`config.mk`:
```
export PLATFORM = sky130hd
export DESIGN_NAME = frontend_top
export DESIGN_NICKNAME = d
export VERILOG_FILES = /design/src/common/fetch_pkg.sv /design/src/rtl/pc_gen.sv /design/src/ifetch/ifetch.sv /design/src/iqueue/iqueue.sv /design/src/rtl/predecode.sv /design/src/rtl/frontend_top.sv
export VERILOG_INCLUDE_DIRS = /design/src /design/src/common
export SDC_FILE = /design/constraint.sdc
export NUM_CORES = 1
export LEC_CHECK = 0
export ABC_AREA = 1
export BUFFER_PORTS_ARGS = -buffer_cell sky130_fd_sc_hd__buf_2
export CAP_MARGIN = 40
export CORE_UTILIZATION = 40
export DETAILED_ROUTE_END_ITERATION = 6
export SLEW_MARGIN = 20
export SYNTH_ARGS = -nofsm -noshare
export SYNTH_HDL_FRONTEND = slang
export SYNTH_SLANG_ARGS = --single-unit
```
`constraint.sdc`:
```
create_clock -name CLK -period 10.45 [get_ports CLK]
set_clock_uncertainty 0.15 [all_clocks]
set_input_delay 0.5225 -clock CLK [delete_from_list [all_inputs] [get_ports CLK]]
set_output_delay 0.5225 -clock CLK [all_outputs]
set_load 0.02 [all_outputs]
```
`src/common/fetch_macros.svh`:
```
// reset vector, queue depth and fetch block size.
`ifndef FETCH_MACROS_SVH
`define FETCH_MACROS_SVH

// first fetch address after reset.
`define FETCH_RESET_PC 64'h0000_0000_8000_0000

// blocks held in the instruction queue.
// must be a power of two, at least 2.
`define IQ_DEPTH 4

// bytes per fetch block and its alignment.
`define BLOCK_BYTES 8

`endif

```
`src/common/fetch_pkg.sv`:
```
// address, instruction, fetch block and instruction class types, rv opcodes.
`include "fetch_macros.svh"

package fetch_pkg;

	// byte address of an instruction or a fetch block.
	typedef logic [63:0] addr_t;

	// one uncompressed rv instruction.
	typedef logic [31:0] instr_t;

	// one memory beat, two instructions wide.
	typedef logic [`BLOCK_BYTES*8-1:0] block_t;

	// coarse class seen by the backend.
	typedef enum logic [2:0] {
		IC_ALU,
		IC_BRANCH,
		IC_JAL,
		IC_JALR,
		IC_SYSTEM
	} instr_class_e;

	// major opcodes the predecoder tells apart.
	localparam logic [6:0] OP_BRANCH = 7'b1100011;
	localparam logic [6:0] OP_JAL    = 7'b1101111;
	localparam logic [6:0] OP_JALR   = 7'b1100111;
	localparam logic [6:0] OP_SYSTEM = 7'b1110011;

endpackage

```
`src/rtl/pc_gen.sv`:
```
// fetch address register with sequential block step and redirect load.
`timescale 1ns/1ns
`include "fetch_macros.svh"

module pc_gen (
	input  logic             CLK,
	input  logic             rst,
	input  logic             redirect,
	input  fetch_pkg::addr_t redirect_pc,
	input  logic             fetch_ready,
	output fetch_pkg::addr_t fetch_pc
);

	// low address bits cleared by block alignment.
	localparam fetch_pkg::addr_t ALIGN_MASK = ~fetch_pkg::addr_t'(`BLOCK_BYTES - 1);

	fetch_pkg::addr_t pc_q;
	fetch_pkg::addr_t next_block_pc;

	// step from the aligned base.
	// an unaligned redirect target still lands on the following block.
	assign next_block_pc = (pc_q & ALIGN_MASK) + fetch_pkg::addr_t'(`BLOCK_BYTES);

	assign fetch_pc = pc_q;

	always_ff @(posedge CLK) begin
		if (rst) begin
			pc_q <= `FETCH_RESET_PC;
		end else if (redirect) begin
			// redirect wins over the step.
			pc_q <= redirect_pc;
		end else if (fetch_ready) begin
			// request went out this cycle.
			pc_q <= next_block_pc;
		end
	end

endmodule

```
`src/ifetch/ifetch.sv`:
```
// single-outstanding fetch controller with boot, pending and output-valid state.
`timescale 1ns/1ns
`include "fetch_macros.svh"

module ifetch (
	input  logic              CLK,
	input  logic              rst,
	input  fetch_pkg::addr_t  fetch_pc,
	output logic              fetch_ready,
	output logic              mem_req_valid,
	output fetch_pkg::addr_t  mem_addr,
	input  logic              mem_rsp_valid,
	input  fetch_pkg::block_t mem_rsp_data,
	output logic              blk_valid,
	output fetch_pkg::addr_t  blk_pc,
	output fetch_pkg::block_t blk_data,
	input  logic              blk_ready,
	input  logic              redirect
);

	localparam fetch_pkg::addr_t ALIGN_MASK = ~fetch_pkg::addr_t'(`BLOCK_BYTES - 1);

	logic             boot;
	logic             pending;
	logic             stale;
	logic             rsp_take;
	fetch_pkg::addr_t req_pc;

	// boot kicks off a fresh path.
	// otherwise the next request rides on the block leaving.
	assign mem_req_valid = ~redirect & ~pending & (boot | (blk_valid & blk_ready));
	assign mem_addr = fetch_pc & ALIGN_MASK;
	assign fetch_ready = mem_req_valid;

	// response for the current path only.
	assign rsp_take = mem_rsp_valid & ~stale & ~redirect;

	always_ff @(posedge CLK) begin
		if (rst) begin
			boot      <= 1'b1;
			pending   <= 1'b0;
			stale     <= 1'b0;
			blk_valid <= 1'b0;
		end else begin
			if (redirect) begin
				boot <= 1'b1;
			end else if (mem_req_valid) begin
				boot <= 1'b0;
			end

			if (mem_req_valid) begin
				pending <= 1'b1;
			end else if (mem_rsp_valid) begin
				pending <= 1'b0;
			end

			// old path still in flight.
			if (mem_rsp_valid) begin
				stale <= 1'b0;
			end else if (redirect && pending) begin
				stale <= 1'b1;
			end

			// slot is always empty when a response lands.
			if (redirect) begin
				blk_valid <= 1'b0;
			end else if (rsp_take) begin
				blk_valid <= 1'b1;
			end else if (blk_ready) begin
				blk_valid <= 1'b0;
			end
		end
	end

	// unaligned pc kept so the queue can skip the low word.
	always_ff @(posedge CLK) begin
		if (mem_req_valid) begin
			req_pc <= fetch_pc;
		end
		if (rsp_take) begin
			blk_pc   <= req_pc;
			blk_data <= mem_rsp_data;
		end
	end

	// memory only answers what was asked.
	a_rsp_needs_req: assert property (@(posedge CLK) disable iff (rst)
		mem_rsp_valid |-> pending);

endmodule

```
`src/iqueue/iqueue.sv`:
```
// fetch block fifo that hands out one instruction word at a time.
`timescale 1ns/1ns
`include "fetch_macros.svh"

module iqueue (
	input  logic              CLK,
	input  logic              rst,
	input  logic              blk_valid,
	input  fetch_pkg::addr_t  blk_pc,
	input  fetch_pkg::block_t blk_data,
	output logic              blk_ready,
	output logic              head_valid,
	output fetch_pkg::addr_t  head_pc,
	output fetch_pkg::instr_t head_instr,
	input  logic              head_pop,
	input  logic              redirect
);

	localparam int DEPTH = `IQ_DEPTH;
	localparam int PTR_W = $clog2(DEPTH);

	// block storage, no reset.
	fetch_pkg::addr_t  pc_mem [DEPTH];
	fetch_pkg::block_t data_mem [DEPTH];

	// extra msb tells full from empty.
	logic [PTR_W:0] wr_ptr;
	logic [PTR_W:0] rd_ptr;

	// low word of head block already popped.
	logic half;

	logic              empty;
	logic              full;
	logic              push;
	logic              upper;
	fetch_pkg::addr_t  rd_pc;
	fetch_pkg::block_t rd_data;

	assign empty = (wr_ptr == rd_ptr);
	assign full  = (wr_ptr[PTR_W] != rd_ptr[PTR_W]) &&
		(wr_ptr[PTR_W-1:0] == rd_ptr[PTR_W-1:0]);

	assign blk_ready = ~full;
	// a block arriving with the redirect belongs to the old path.
	assign push = blk_valid & ~full & ~redirect;

	assign rd_pc   = pc_mem[rd_ptr[PTR_W-1:0]];
	assign rd_data = data_mem[rd_ptr[PTR_W-1:0]];

	// pc bit 2 means entry at the high word.
	assign upper = half | rd_pc[2];

	assign head_valid = ~empty;
	assign head_pc    = {rd_pc[63:3], upper, 2'b00};
	assign head_instr = upper ? rd_data[32 +: 32] : rd_data[0 +: 32];

	always_ff @(posedge CLK) begin
		if (push) begin
			pc_mem[wr_ptr[PTR_W-1:0]]   <= blk_pc;
			data_mem[wr_ptr[PTR_W-1:0]] <= blk_data;
		end
	end

	always_ff @(posedge CLK) begin
		if (rst) begin
			wr_ptr <= '0;
			rd_ptr <= '0;
			half   <= 1'b0;
		end else if (redirect) begin
			// drop everything younger than the redirect.
			wr_ptr <= '0;
			rd_ptr <= '0;
			half   <= 1'b0;
		end else begin
			if (push) begin
				wr_ptr <= wr_ptr + 1'b1;
			end
			if (head_pop) begin
				if (upper) begin
					// high word gone, free the block.
					rd_ptr <= rd_ptr + 1'b1;
					half   <= 1'b0;
				end else begin
					half <= 1'b1;
				end
			end
		end
	end

	// predecode only pops a valid head.
	a_no_pop_empty: assert property (@(posedge CLK) disable iff (rst)
		head_pop |-> !empty);

endmodule

```
`src/rtl/predecode.sv`:
```
// head instruction classification, jal target and issue/redirect drive.
`timescale 1ns/1ns

module predecode (
	input  logic                    head_valid,
	input  fetch_pkg::addr_t        head_pc,
	input  fetch_pkg::instr_t       head_instr,
	output logic                    head_pop,
	output logic                    issue_valid,
	output fetch_pkg::addr_t        issue_pc,
	output fetch_pkg::instr_t       issue_instr,
	output fetch_pkg::instr_class_e issue_class,
	input  logic                    issue_ready,
	output logic                    redirect,
	output fetch_pkg::addr_t        redirect_pc,
	input  logic                    CLK,
	input  logic                    rst
);

	logic [6:0]              opcode;
	fetch_pkg::instr_class_e cls;
	fetch_pkg::addr_t        j_imm;

	assign opcode = head_instr[6:0];

	// decode stage.
	always_comb begin
		case (opcode)
			fetch_pkg::OP_BRANCH: cls = fetch_pkg::IC_BRANCH;
			fetch_pkg::OP_JAL:    cls = fetch_pkg::IC_JAL;
			fetch_pkg::OP_JALR:   cls = fetch_pkg::IC_JALR;
			fetch_pkg::OP_SYSTEM: cls = fetch_pkg::IC_SYSTEM;
			default:              cls = fetch_pkg::IC_ALU;
		endcase
	end

	// j-type immediate, sign extended, bit 0 always zero.
	assign j_imm = {
		{44{head_instr[31]}},
		head_instr[19:12],
		head_instr[20],
		head_instr[30:21],
		1'b0
	};

	// issue straight from the queue head.
	assign issue_valid = head_valid;
	assign issue_pc    = head_pc;
	assign issue_instr = head_instr;
	assign issue_class = cls;

	assign head_pop = head_valid & issue_ready;

	// taken jal steers fetch.
	// branches fall through and only carry their class.
	assign redirect    = head_pop & (cls == fetch_pkg::IC_JAL);
	assign redirect_pc = head_pc + j_imm;

	// the queue empties behind a jal.
	// so the redirect is a single cycle pulse.
	a_redirect_pulse: assert property (@(posedge CLK) disable iff (rst)
		redirect |=> !redirect);

endmodule

```
`src/rtl/frontend_top.sv`:
```
// fetch front end top with pc_gen, ifetch, iqueue, predecode and redirect merge.
`timescale 1ns/1ns

module frontend_top (
	input  logic                    CLK,
	input  logic                    rst,
	output logic                    mem_req_valid,
	output fetch_pkg::addr_t        mem_addr,
	input  logic                    mem_rsp_valid,
	input  fetch_pkg::block_t       mem_rsp_data,
	output logic                    issue_valid,
	output fetch_pkg::addr_t        issue_pc,
	output fetch_pkg::instr_t       issue_instr,
	output fetch_pkg::instr_class_e issue_class,
	input  logic                    issue_ready,
	input  logic                    flush,
	input  fetch_pkg::addr_t        flush_pc
);

	fetch_pkg::addr_t  fetch_pc;
	logic              fetch_ready;
	logic              blk_valid;
	fetch_pkg::addr_t  blk_pc;
	fetch_pkg::block_t blk_data;
	logic              blk_ready;
	logic              head_valid;
	fetch_pkg::addr_t  head_pc;
	fetch_pkg::instr_t head_instr;
	logic              head_pop;
	logic              pd_redirect;
	fetch_pkg::addr_t  pd_redirect_pc;
	logic              redirect;
	fetch_pkg::addr_t  redirect_pc;

	// backend flush beats a jal in the same cycle.
	assign redirect    = flush | pd_redirect;
	assign redirect_pc = flush ? flush_pc : pd_redirect_pc;

	pc_gen u_pc_gen (
		.CLK         (CLK),
		.rst         (rst),
		.redirect    (redirect),
		.redirect_pc (redirect_pc),
		.fetch_ready (fetch_ready),
		.fetch_pc    (fetch_pc)
	);

	ifetch u_ifetch (
		.CLK           (CLK),
		.rst           (rst),
		.fetch_pc      (fetch_pc),
		.fetch_ready   (fetch_ready),
		.mem_req_valid (mem_req_valid),
		.mem_addr      (mem_addr),
		.mem_rsp_valid (mem_rsp_valid),
		.mem_rsp_data  (mem_rsp_data),
		.blk_valid     (blk_valid),
		.blk_pc        (blk_pc),
		.blk_data      (blk_data),
		.blk_ready     (blk_ready),
		.redirect      (redirect)
	);

	iqueue u_iqueue (
		.CLK        (CLK),
		.rst        (rst),
		.blk_valid  (blk_valid),
		.blk_pc     (blk_pc),
		.blk_data   (blk_data),
		.blk_ready  (blk_ready),
		.head_valid (head_valid),
		.head_pc    (head_pc),
		.head_instr (head_instr),
		.head_pop   (head_pop),
		.redirect   (redirect)
	);

	predecode u_predecode (
		.head_valid  (head_valid),
		.head_pc     (head_pc),
		.head_instr  (head_instr),
		.head_pop    (head_pop),
		.issue_valid (issue_valid),
		.issue_pc    (issue_pc),
		.issue_instr (issue_instr),
		.issue_class (issue_class),
		.issue_ready (issue_ready),
		.redirect    (pd_redirect),
		.redirect_pc (pd_redirect_pc),
		.CLK         (CLK),
		.rst         (rst)
	);

endmodule

```
### Word-level counts from Yosys, hierarchy flattened

Memories as Yosys holds them, arrays and structs flattened. A register that Yosys moved wholly into a read port is not among the register bits.
Cells that the tools add are included.

* add/subtract/negate cells: 4
* eq/ne operators: 9
* mux-type cells: 16
* bitwise logic cells: 16
* reduce and logical (&&, ||, !) cells: 7

Operator list (number)
* $mux 64: 3
* $add 64x4->64 const B: 1
* $add 64x64->64: 1
* $mux 32: 1
* $eq 7x7->1 const B: 4
* $pmux 3 s4: 1
* $and 1x1->1: 8
* $mux 2: 4
* $mux 1: 7
* $add 3x1->3 const B: 2
* $not 1->1: 5
* $reduce_bool 2->1: 2
* $reduce_or 2->1: 2
* $eq 3x2->1 const B: 1
* $eq 3x3->1: 1
* $or 1x1->1: 3
* $eq 2x2->1: 1
* $logic_and 1x1->1: 2
* $ne 2x2->1 const B: 1
* $reduce_and 2->1: 1
* $ne 1x1->1: 1

* register bits: 267
* RAM bits: 512
* bits of input ports: 133
* output and inout port bits: 165
* logic and storage cells: 65
* memories kept: 2

Memory list
* u_iqueue.data_mem: depth 4, width 64, read ports 1, clocked after Yosys merged registers in 1, wr ports 1, line iqueue.sv:24 `fetch_pkg::block_t data_mem [DEPTH];`
* u_iqueue.pc_mem: depth 4, width 64, read ports 1, clocked after Yosys merged registers in 1, wr ports 1, line iqueue.sv:23 `fetch_pkg::addr_t pc_mem [DEPTH];`

### Depth between registers and ports, before layout

* depth in word-level cells: 12
* gate-level depth with buffers: 34
* depth with buffers taken out: 31

### Modules after synthesis

From an unflattened synthesis, not the netlist that was laid out.

* cell total of the unflattened synthesis: 3973
* area total of the unflattened synthesis: 37887.6 um^2

By module, submodules not included
* iqueue: times used 1, cells each 1400, area an instance 19482.4 um^2, seq. area each 15314.7 um^2
* predecode: times used 1, cells each 1363, area an instance 6635.1 um^2, seq. area each 0.0 um^2
* ifetch: times used 1, cells each 287, area an instance 6444.9 um^2, seq. area each 5845.6 um^2
* pc_gen: times used 1, cells each 716, area an instance 4491.8 um^2, seq. area each 1281.2 um^2
* frontend_top: times used 1, cells each 207, area an instance 833.3 um^2, seq. area each 0.0 um^2

### Least setup slack after synthesis

OpenSTA, ideal clock, no wires.

* path kind: register to register
* start point: register with a tool-made name
* end point: register u_ifetch.blk_data[0], enable pin
* library setup time: 0.767 ns
* data arrival time: 10.370 ns
* required time: 9.533 ns
* setup slack: -0.837 ns
* cell stages (with the launch flop): 15
* path buffers: 3
* clock period less this slack: 11.287 ns
* path through: dfxtp_1 > buf_4 > inv_4 > nand3_2 > nand2_4 > nand2_2 > buf_6 > nand2_1 > o21ai_0 > inv_1 > nor2_1 > nand3_1 > nand2_2 > buf_1 > nor3_1

RTL lines
* end signal: assignment: line ifetch.sv:82 `blk_data <= mem_rsp_data;`
* end: declaration: line ifetch.sv:16 `output fetch_pkg::block_t blk_data,`

==> key figures <==
GRT
  – GRT Overall Usage: 23.4%
  – Remaining global-route overflow: 0
  – Met1 Use GR: 33.9%
  – Busiest grt layer: met2
  – Vias in the first global route: 24,691
  – Antenna violations before repair: 10
  – Largest net degree at the start of global routing: 105
  – Met2 Use GR: 36.0%
  – Met3 usage: 3.64%
  – First-pass GRT wire length: 159,000 um

Critical path
  – Worst-path maximum fanout: 93
  – WP data required: 10.88 ns
  – Crit-path max cell delay: 0.66 ns
  – Slowest-stage cell, CP: dfxtp_4
  – CP Capture Type: flip-flop
  – CP cell instances: inv_6, buf_16, nand2_1, nand3_2, nand2_4, nand2_2, inv_1, buf_4, nor2_1, a31oi_1, ha_1, a21oi_1, nand2_1, a21oi_1, o21ai_0, nand3_1, nand3_1, nand3_1, nand2_2, a21oi_1, xnor2_1, nand2_1, a21oi_1
  – Crit-path most repeated cell: a21oi_1
  – CP startpoint kind: flip-flop
  – Critical path arrival: 6.55 ns
  – Setup CP Type: flip-flop to flip-flop

Clock network
  – Post_cts resized: 0
  – Hold-fix buffers, CTS: 65
  – Post-CTS Setup Bufs: 0
  – CTS max path bufs: 3
  – TritonCTS Buffers: 84
  – CTS tree: yes
  – Worst skew pair latency: 0.66 ns
  – Clk pin slew, worst setup/hold paths: 0.06 ns
  – H-tree levels: 3
  – Clk sinks: 767
  – Root buf cell: clkbuf_16

Pwr
  – Leak: 16.3 nW
  – Sequential power share: 50.8%
  – Internal power: 5.28 mW
  – Pwr/cell area: 165 nW/um^2
  – Clk network pwr share: 42.7%
  – Sw Ratio: 23.9%
  – Switching Power: 1.66 mW
  – Combinational power share: 6.6%
  – Peak VDD IR: 0.000126 V

Floorplan
  – Core Region: 90,000 um^2
  – Starting Density: 40.3%
  – Die height: 303 um
  – Site row count: 110
  – Die area: 92,000 um^2
  – Io pins: 298
  – Horiz. Die Dim: 303 um

Timing
  – Setup TNS: 0 ns
  – Max-slew violation count: 0
  – Period utilization: 58.6%
  – Slew HR: 41.6%
  – RSZ-0062 raised after global routing: no
  – Setup-failing EPs final: 0
  – Fin crit period: 6.13 ns
  – Slew at the pin closest to its max-slew limit: 0.877 ns
  – FMAX: 163 MHz
  – Hold Vio Cnt, Final: 0

Synth
  – Synthesis Warnings: 0
  – #FFs+latches synth: 767
  – Synth Flop Type: edfxtp_1
  – Synth area leader: edfxtp_1
  – Register area share after synthesis: 61.4%
  – Share of the synthesized area in the top cell type: 57.2%
  – Distinct cells, synth: 71
  – Mean post-synth cell area: 10.0 um^2
  – Gate Count Post-Synth: 3,624
  – Post-Syn Area: 36,300 um^2
  – FFs w/ async S/R, synth: 0%
  – Area contributors post-synth: edfxtp_1 (57%), nand2_1 (6.7%), nor2_1 (5.6%), o21ai_0 (4.4%), dfxtp_1 (4.1%)
  – Post-synth EDFFs: 692

Finish
  – Layout cells sized above 1: 14.7%
  – P&R area growth vs syn: 15.7%
  – Post-Layout Cell Count: 5,156
  – Sequential standard cell area: 22,300 um^2
  – Fillers: 8,482
  – Final nets: 4,090
  – Area occupied by multi-input gates: 11,600 um^2

Detailed routing
  – Wire length per cell: 21.2 um
  – Residual DRC: 1
  – Final wirelength: 110,000 um
  – Antenna viol nets, final: 0
  – First-pass DRT Iterations: 7
  – Via count: 27,132
  – Vias/cell: 5.26
  – Initial DRC count: 2,673

Place
  – HPWL Detailed: 76,400 um
  – Placer's final routability congestion estimate: 0.977
  – Placed cells: 4,931
  – IO Port Bufs: 290

Min path
  – Hold Crit Class: input port to flip-flop

Outcome
  – Outcome: finished, violations left
  – Failing checks: DRC

Run
  – MaxCap Viol Count: 0
==> cells in the mapped netlist (3+ instances only) <==
cell type / instances
inv_1: 322
nor2_1: 541
o21bai_1: 12
a21o_1: 4
nand2_1: 644
ha_1: 48
nand3b_1: 16
a31oi_1: 28
nor3_1: 33
edfxtp_1: 692
o21ai_1: 5
buf_1: 13
buf_6: 14
o22ai_1: 57
nor3_2: 7
nand3_2: 6
or2_1: 5
dfxtp_1: 75
o22ai_2: 4
nand2_4: 5
nor2_4: 8
nor4b_1: 3
a21boi_0: 3
buf_4: 80
or2_2: 11
o211ai_1: 20
o21ai_0: 316
buf_2: 17
a211oi_1: 4
o32ai_1: 7
xor2_1: 35
inv_2: 14
nor2_2: 22
clkbuf_1: 78
xnor2_1: 29
o21a_1: 4
nand2_2: 28
nand3_1: 191
nand4_1: 37
nor4_1: 7
a21oi_1: 143
==> critical path, delay by kind of cell, from the launching register on <==
kind | cells | cell delay, ns
AO/OA/AOI/OAI | 6 | 1.73
AND/OR/NAND/NOR | 11 | 1.67
buffers and inverters | 4 | 1.17
flip-flops | 1 | 0.66
adder cells (fa/ha/maj) | 1 | 0.36
XOR/XNOR | 1 | 0.23
==> layout make-up <==
class / instances / share of cell area (%)
repair buffers: 398 / 6.12
diodes: 3 / 0.0179
multi-input cells: 2320 / 27.6
flip-flops and latches: 767 / 53.1
clock inverters: 48 / 1.41
well taps: 1176 / 3.50
inverters: 337 / 3.03
clock buffers: 107 / 5.21
==> placed cells by master, fill, tap and decap left out, types with 8 or more instances in the layout <==
cell / netlist / layout
a21oi_1: 143 / 143
a31oi_1: 28 / 28
buf_2: 17 / 290
buf_4: 80 / 34
bufinv_16: 0 / 8
clkbuf_1: 78 / 23
clkbuf_16: 0 / 84
clkinv_1: 0 / 9
clkinv_2: 0 / 15
dfxtp_1: 75 / 73
dlygate4sd3_1: 0 / 65
edfxtp_1: 692 / 692
ha_1: 48 / 48
inv_1: 322 / 321
inv_2: 14 / 12
nand2_1: 644 / 644
nand2_2: 28 / 28
nand3_1: 191 / 191
nand3b_1: 16 / 16
nand4_1: 37 / 37
nor2_1: 541 / 536
nor2_2: 22 / 22
nor2_4: 8 / 13
nor3_1: 33 / 32
o211ai_1: 20 / 20
o21ai_0: 316 / 316
o21bai_1: 12 / 11
o22ai_1: 57 / 57
or2_2: 11 / 11
xnor2_1: 29 / 29
xor2_1: 35 / 35
==> path summary, 6_finish.rpt <==
kind         slack (ns)           startpoint               endpoint  depth (start not counted)
min reg2reg        0.25  u_ifetch.req_pc[32]    u_ifetch.blk_pc[32]                          0
max reg2reg        4.32            flip-flop  u_pc_gen.fetch_pc[35]                         23
min                0.07         flush_pc[13]  u_pc_gen.fetch_pc[13]                          3
max                4.32            flip-flop  u_pc_gen.fetch_pc[35]                         23
==> per-layer routing <==
| metal | vias to the layer above | part of all wire [%] | wire, um |
|---|---|---|---|
| met1 | 13021 | 44 | 48600 |
| met4 | 2 | 3.0 | 3230 |
| met5 | - | 0.013 | 14 |
| met2 | 1017 | 45 | 49300 |
| li1 | 12948 | - | - |
| met3 | 144 | 7.7 | 8390 |
==> state kept, by name, summed over array words and instances, names as in the netlist, named ones only <==
signal              count
u_iqueue.pc_mem       248
u_iqueue.data_mem     256
u_ifetch.pending        1
u_iqueue.wr_ptr         3
u_ifetch.stale          1
u_pc_gen.fetch_pc      62
u_ifetch.blk_data      64
u_iqueue.rd_ptr         3
u_ifetch.req_pc        62
u_iqueue.half           1
u_ifetch.blk_valid      1
u_ifetch.blk_pc        62
u_ifetch.boot           1
==> kinds of logic after synthesis <==
| kind of cell | count (synthesis) | synth area share [%] |
|---|---|---|
| buffers and inverters | 541 | 6.84 |
| adders and majority gates | 49 | 1.71 |
| DFF | 767 | 61.4 |
| muxes | 1 | 0.0276 |
| and+or+nand+nor | 1572 | 18.7 |
| other | 1 | 0.0103 |
| xor gates and xnor gates | 68 | 1.75 |
| AOI/OAI and AO/OA | 625 | 9.58 |
==> power groups by stage <==
stage,Combinational [mW],Clock [mW],Sequential [mW]
floorplan,0.300,0,3.54
global placement,0.427,0,3.58
detailed placement,0.432,0,3.59
CTS,0.454,3.02,3.52
global route,0.498,3.14,3.53
finish,0.456,2.96,3.52
==> through the flow <==
| step | util, % | power [mW] | hold WS (ns) | setup WS [ns] | cell area (um^2) |
|---|---|---|---|---|---|
| global placement | 42.6 | 4.01 | 0.250 | 3.86 | 38300 |
| global route | 46.6 | 7.17 | 0.0603 | 3.76 | 42000 |
| detailed placement | 42.8 | 4.02 | 0.255 | 4.16 | 38500 |
| CTS | 46.6 | 7.00 | 0.0246 | 4.13 | 41900 |
| floorplan | - | 3.84 | 0.250 | 2.55 | 36300 |
| finish | 46.7 | 6.94 | 0.0695 | 4.32 | 42000 |
No activity file was read; power rests on OpenSTA's default activity.
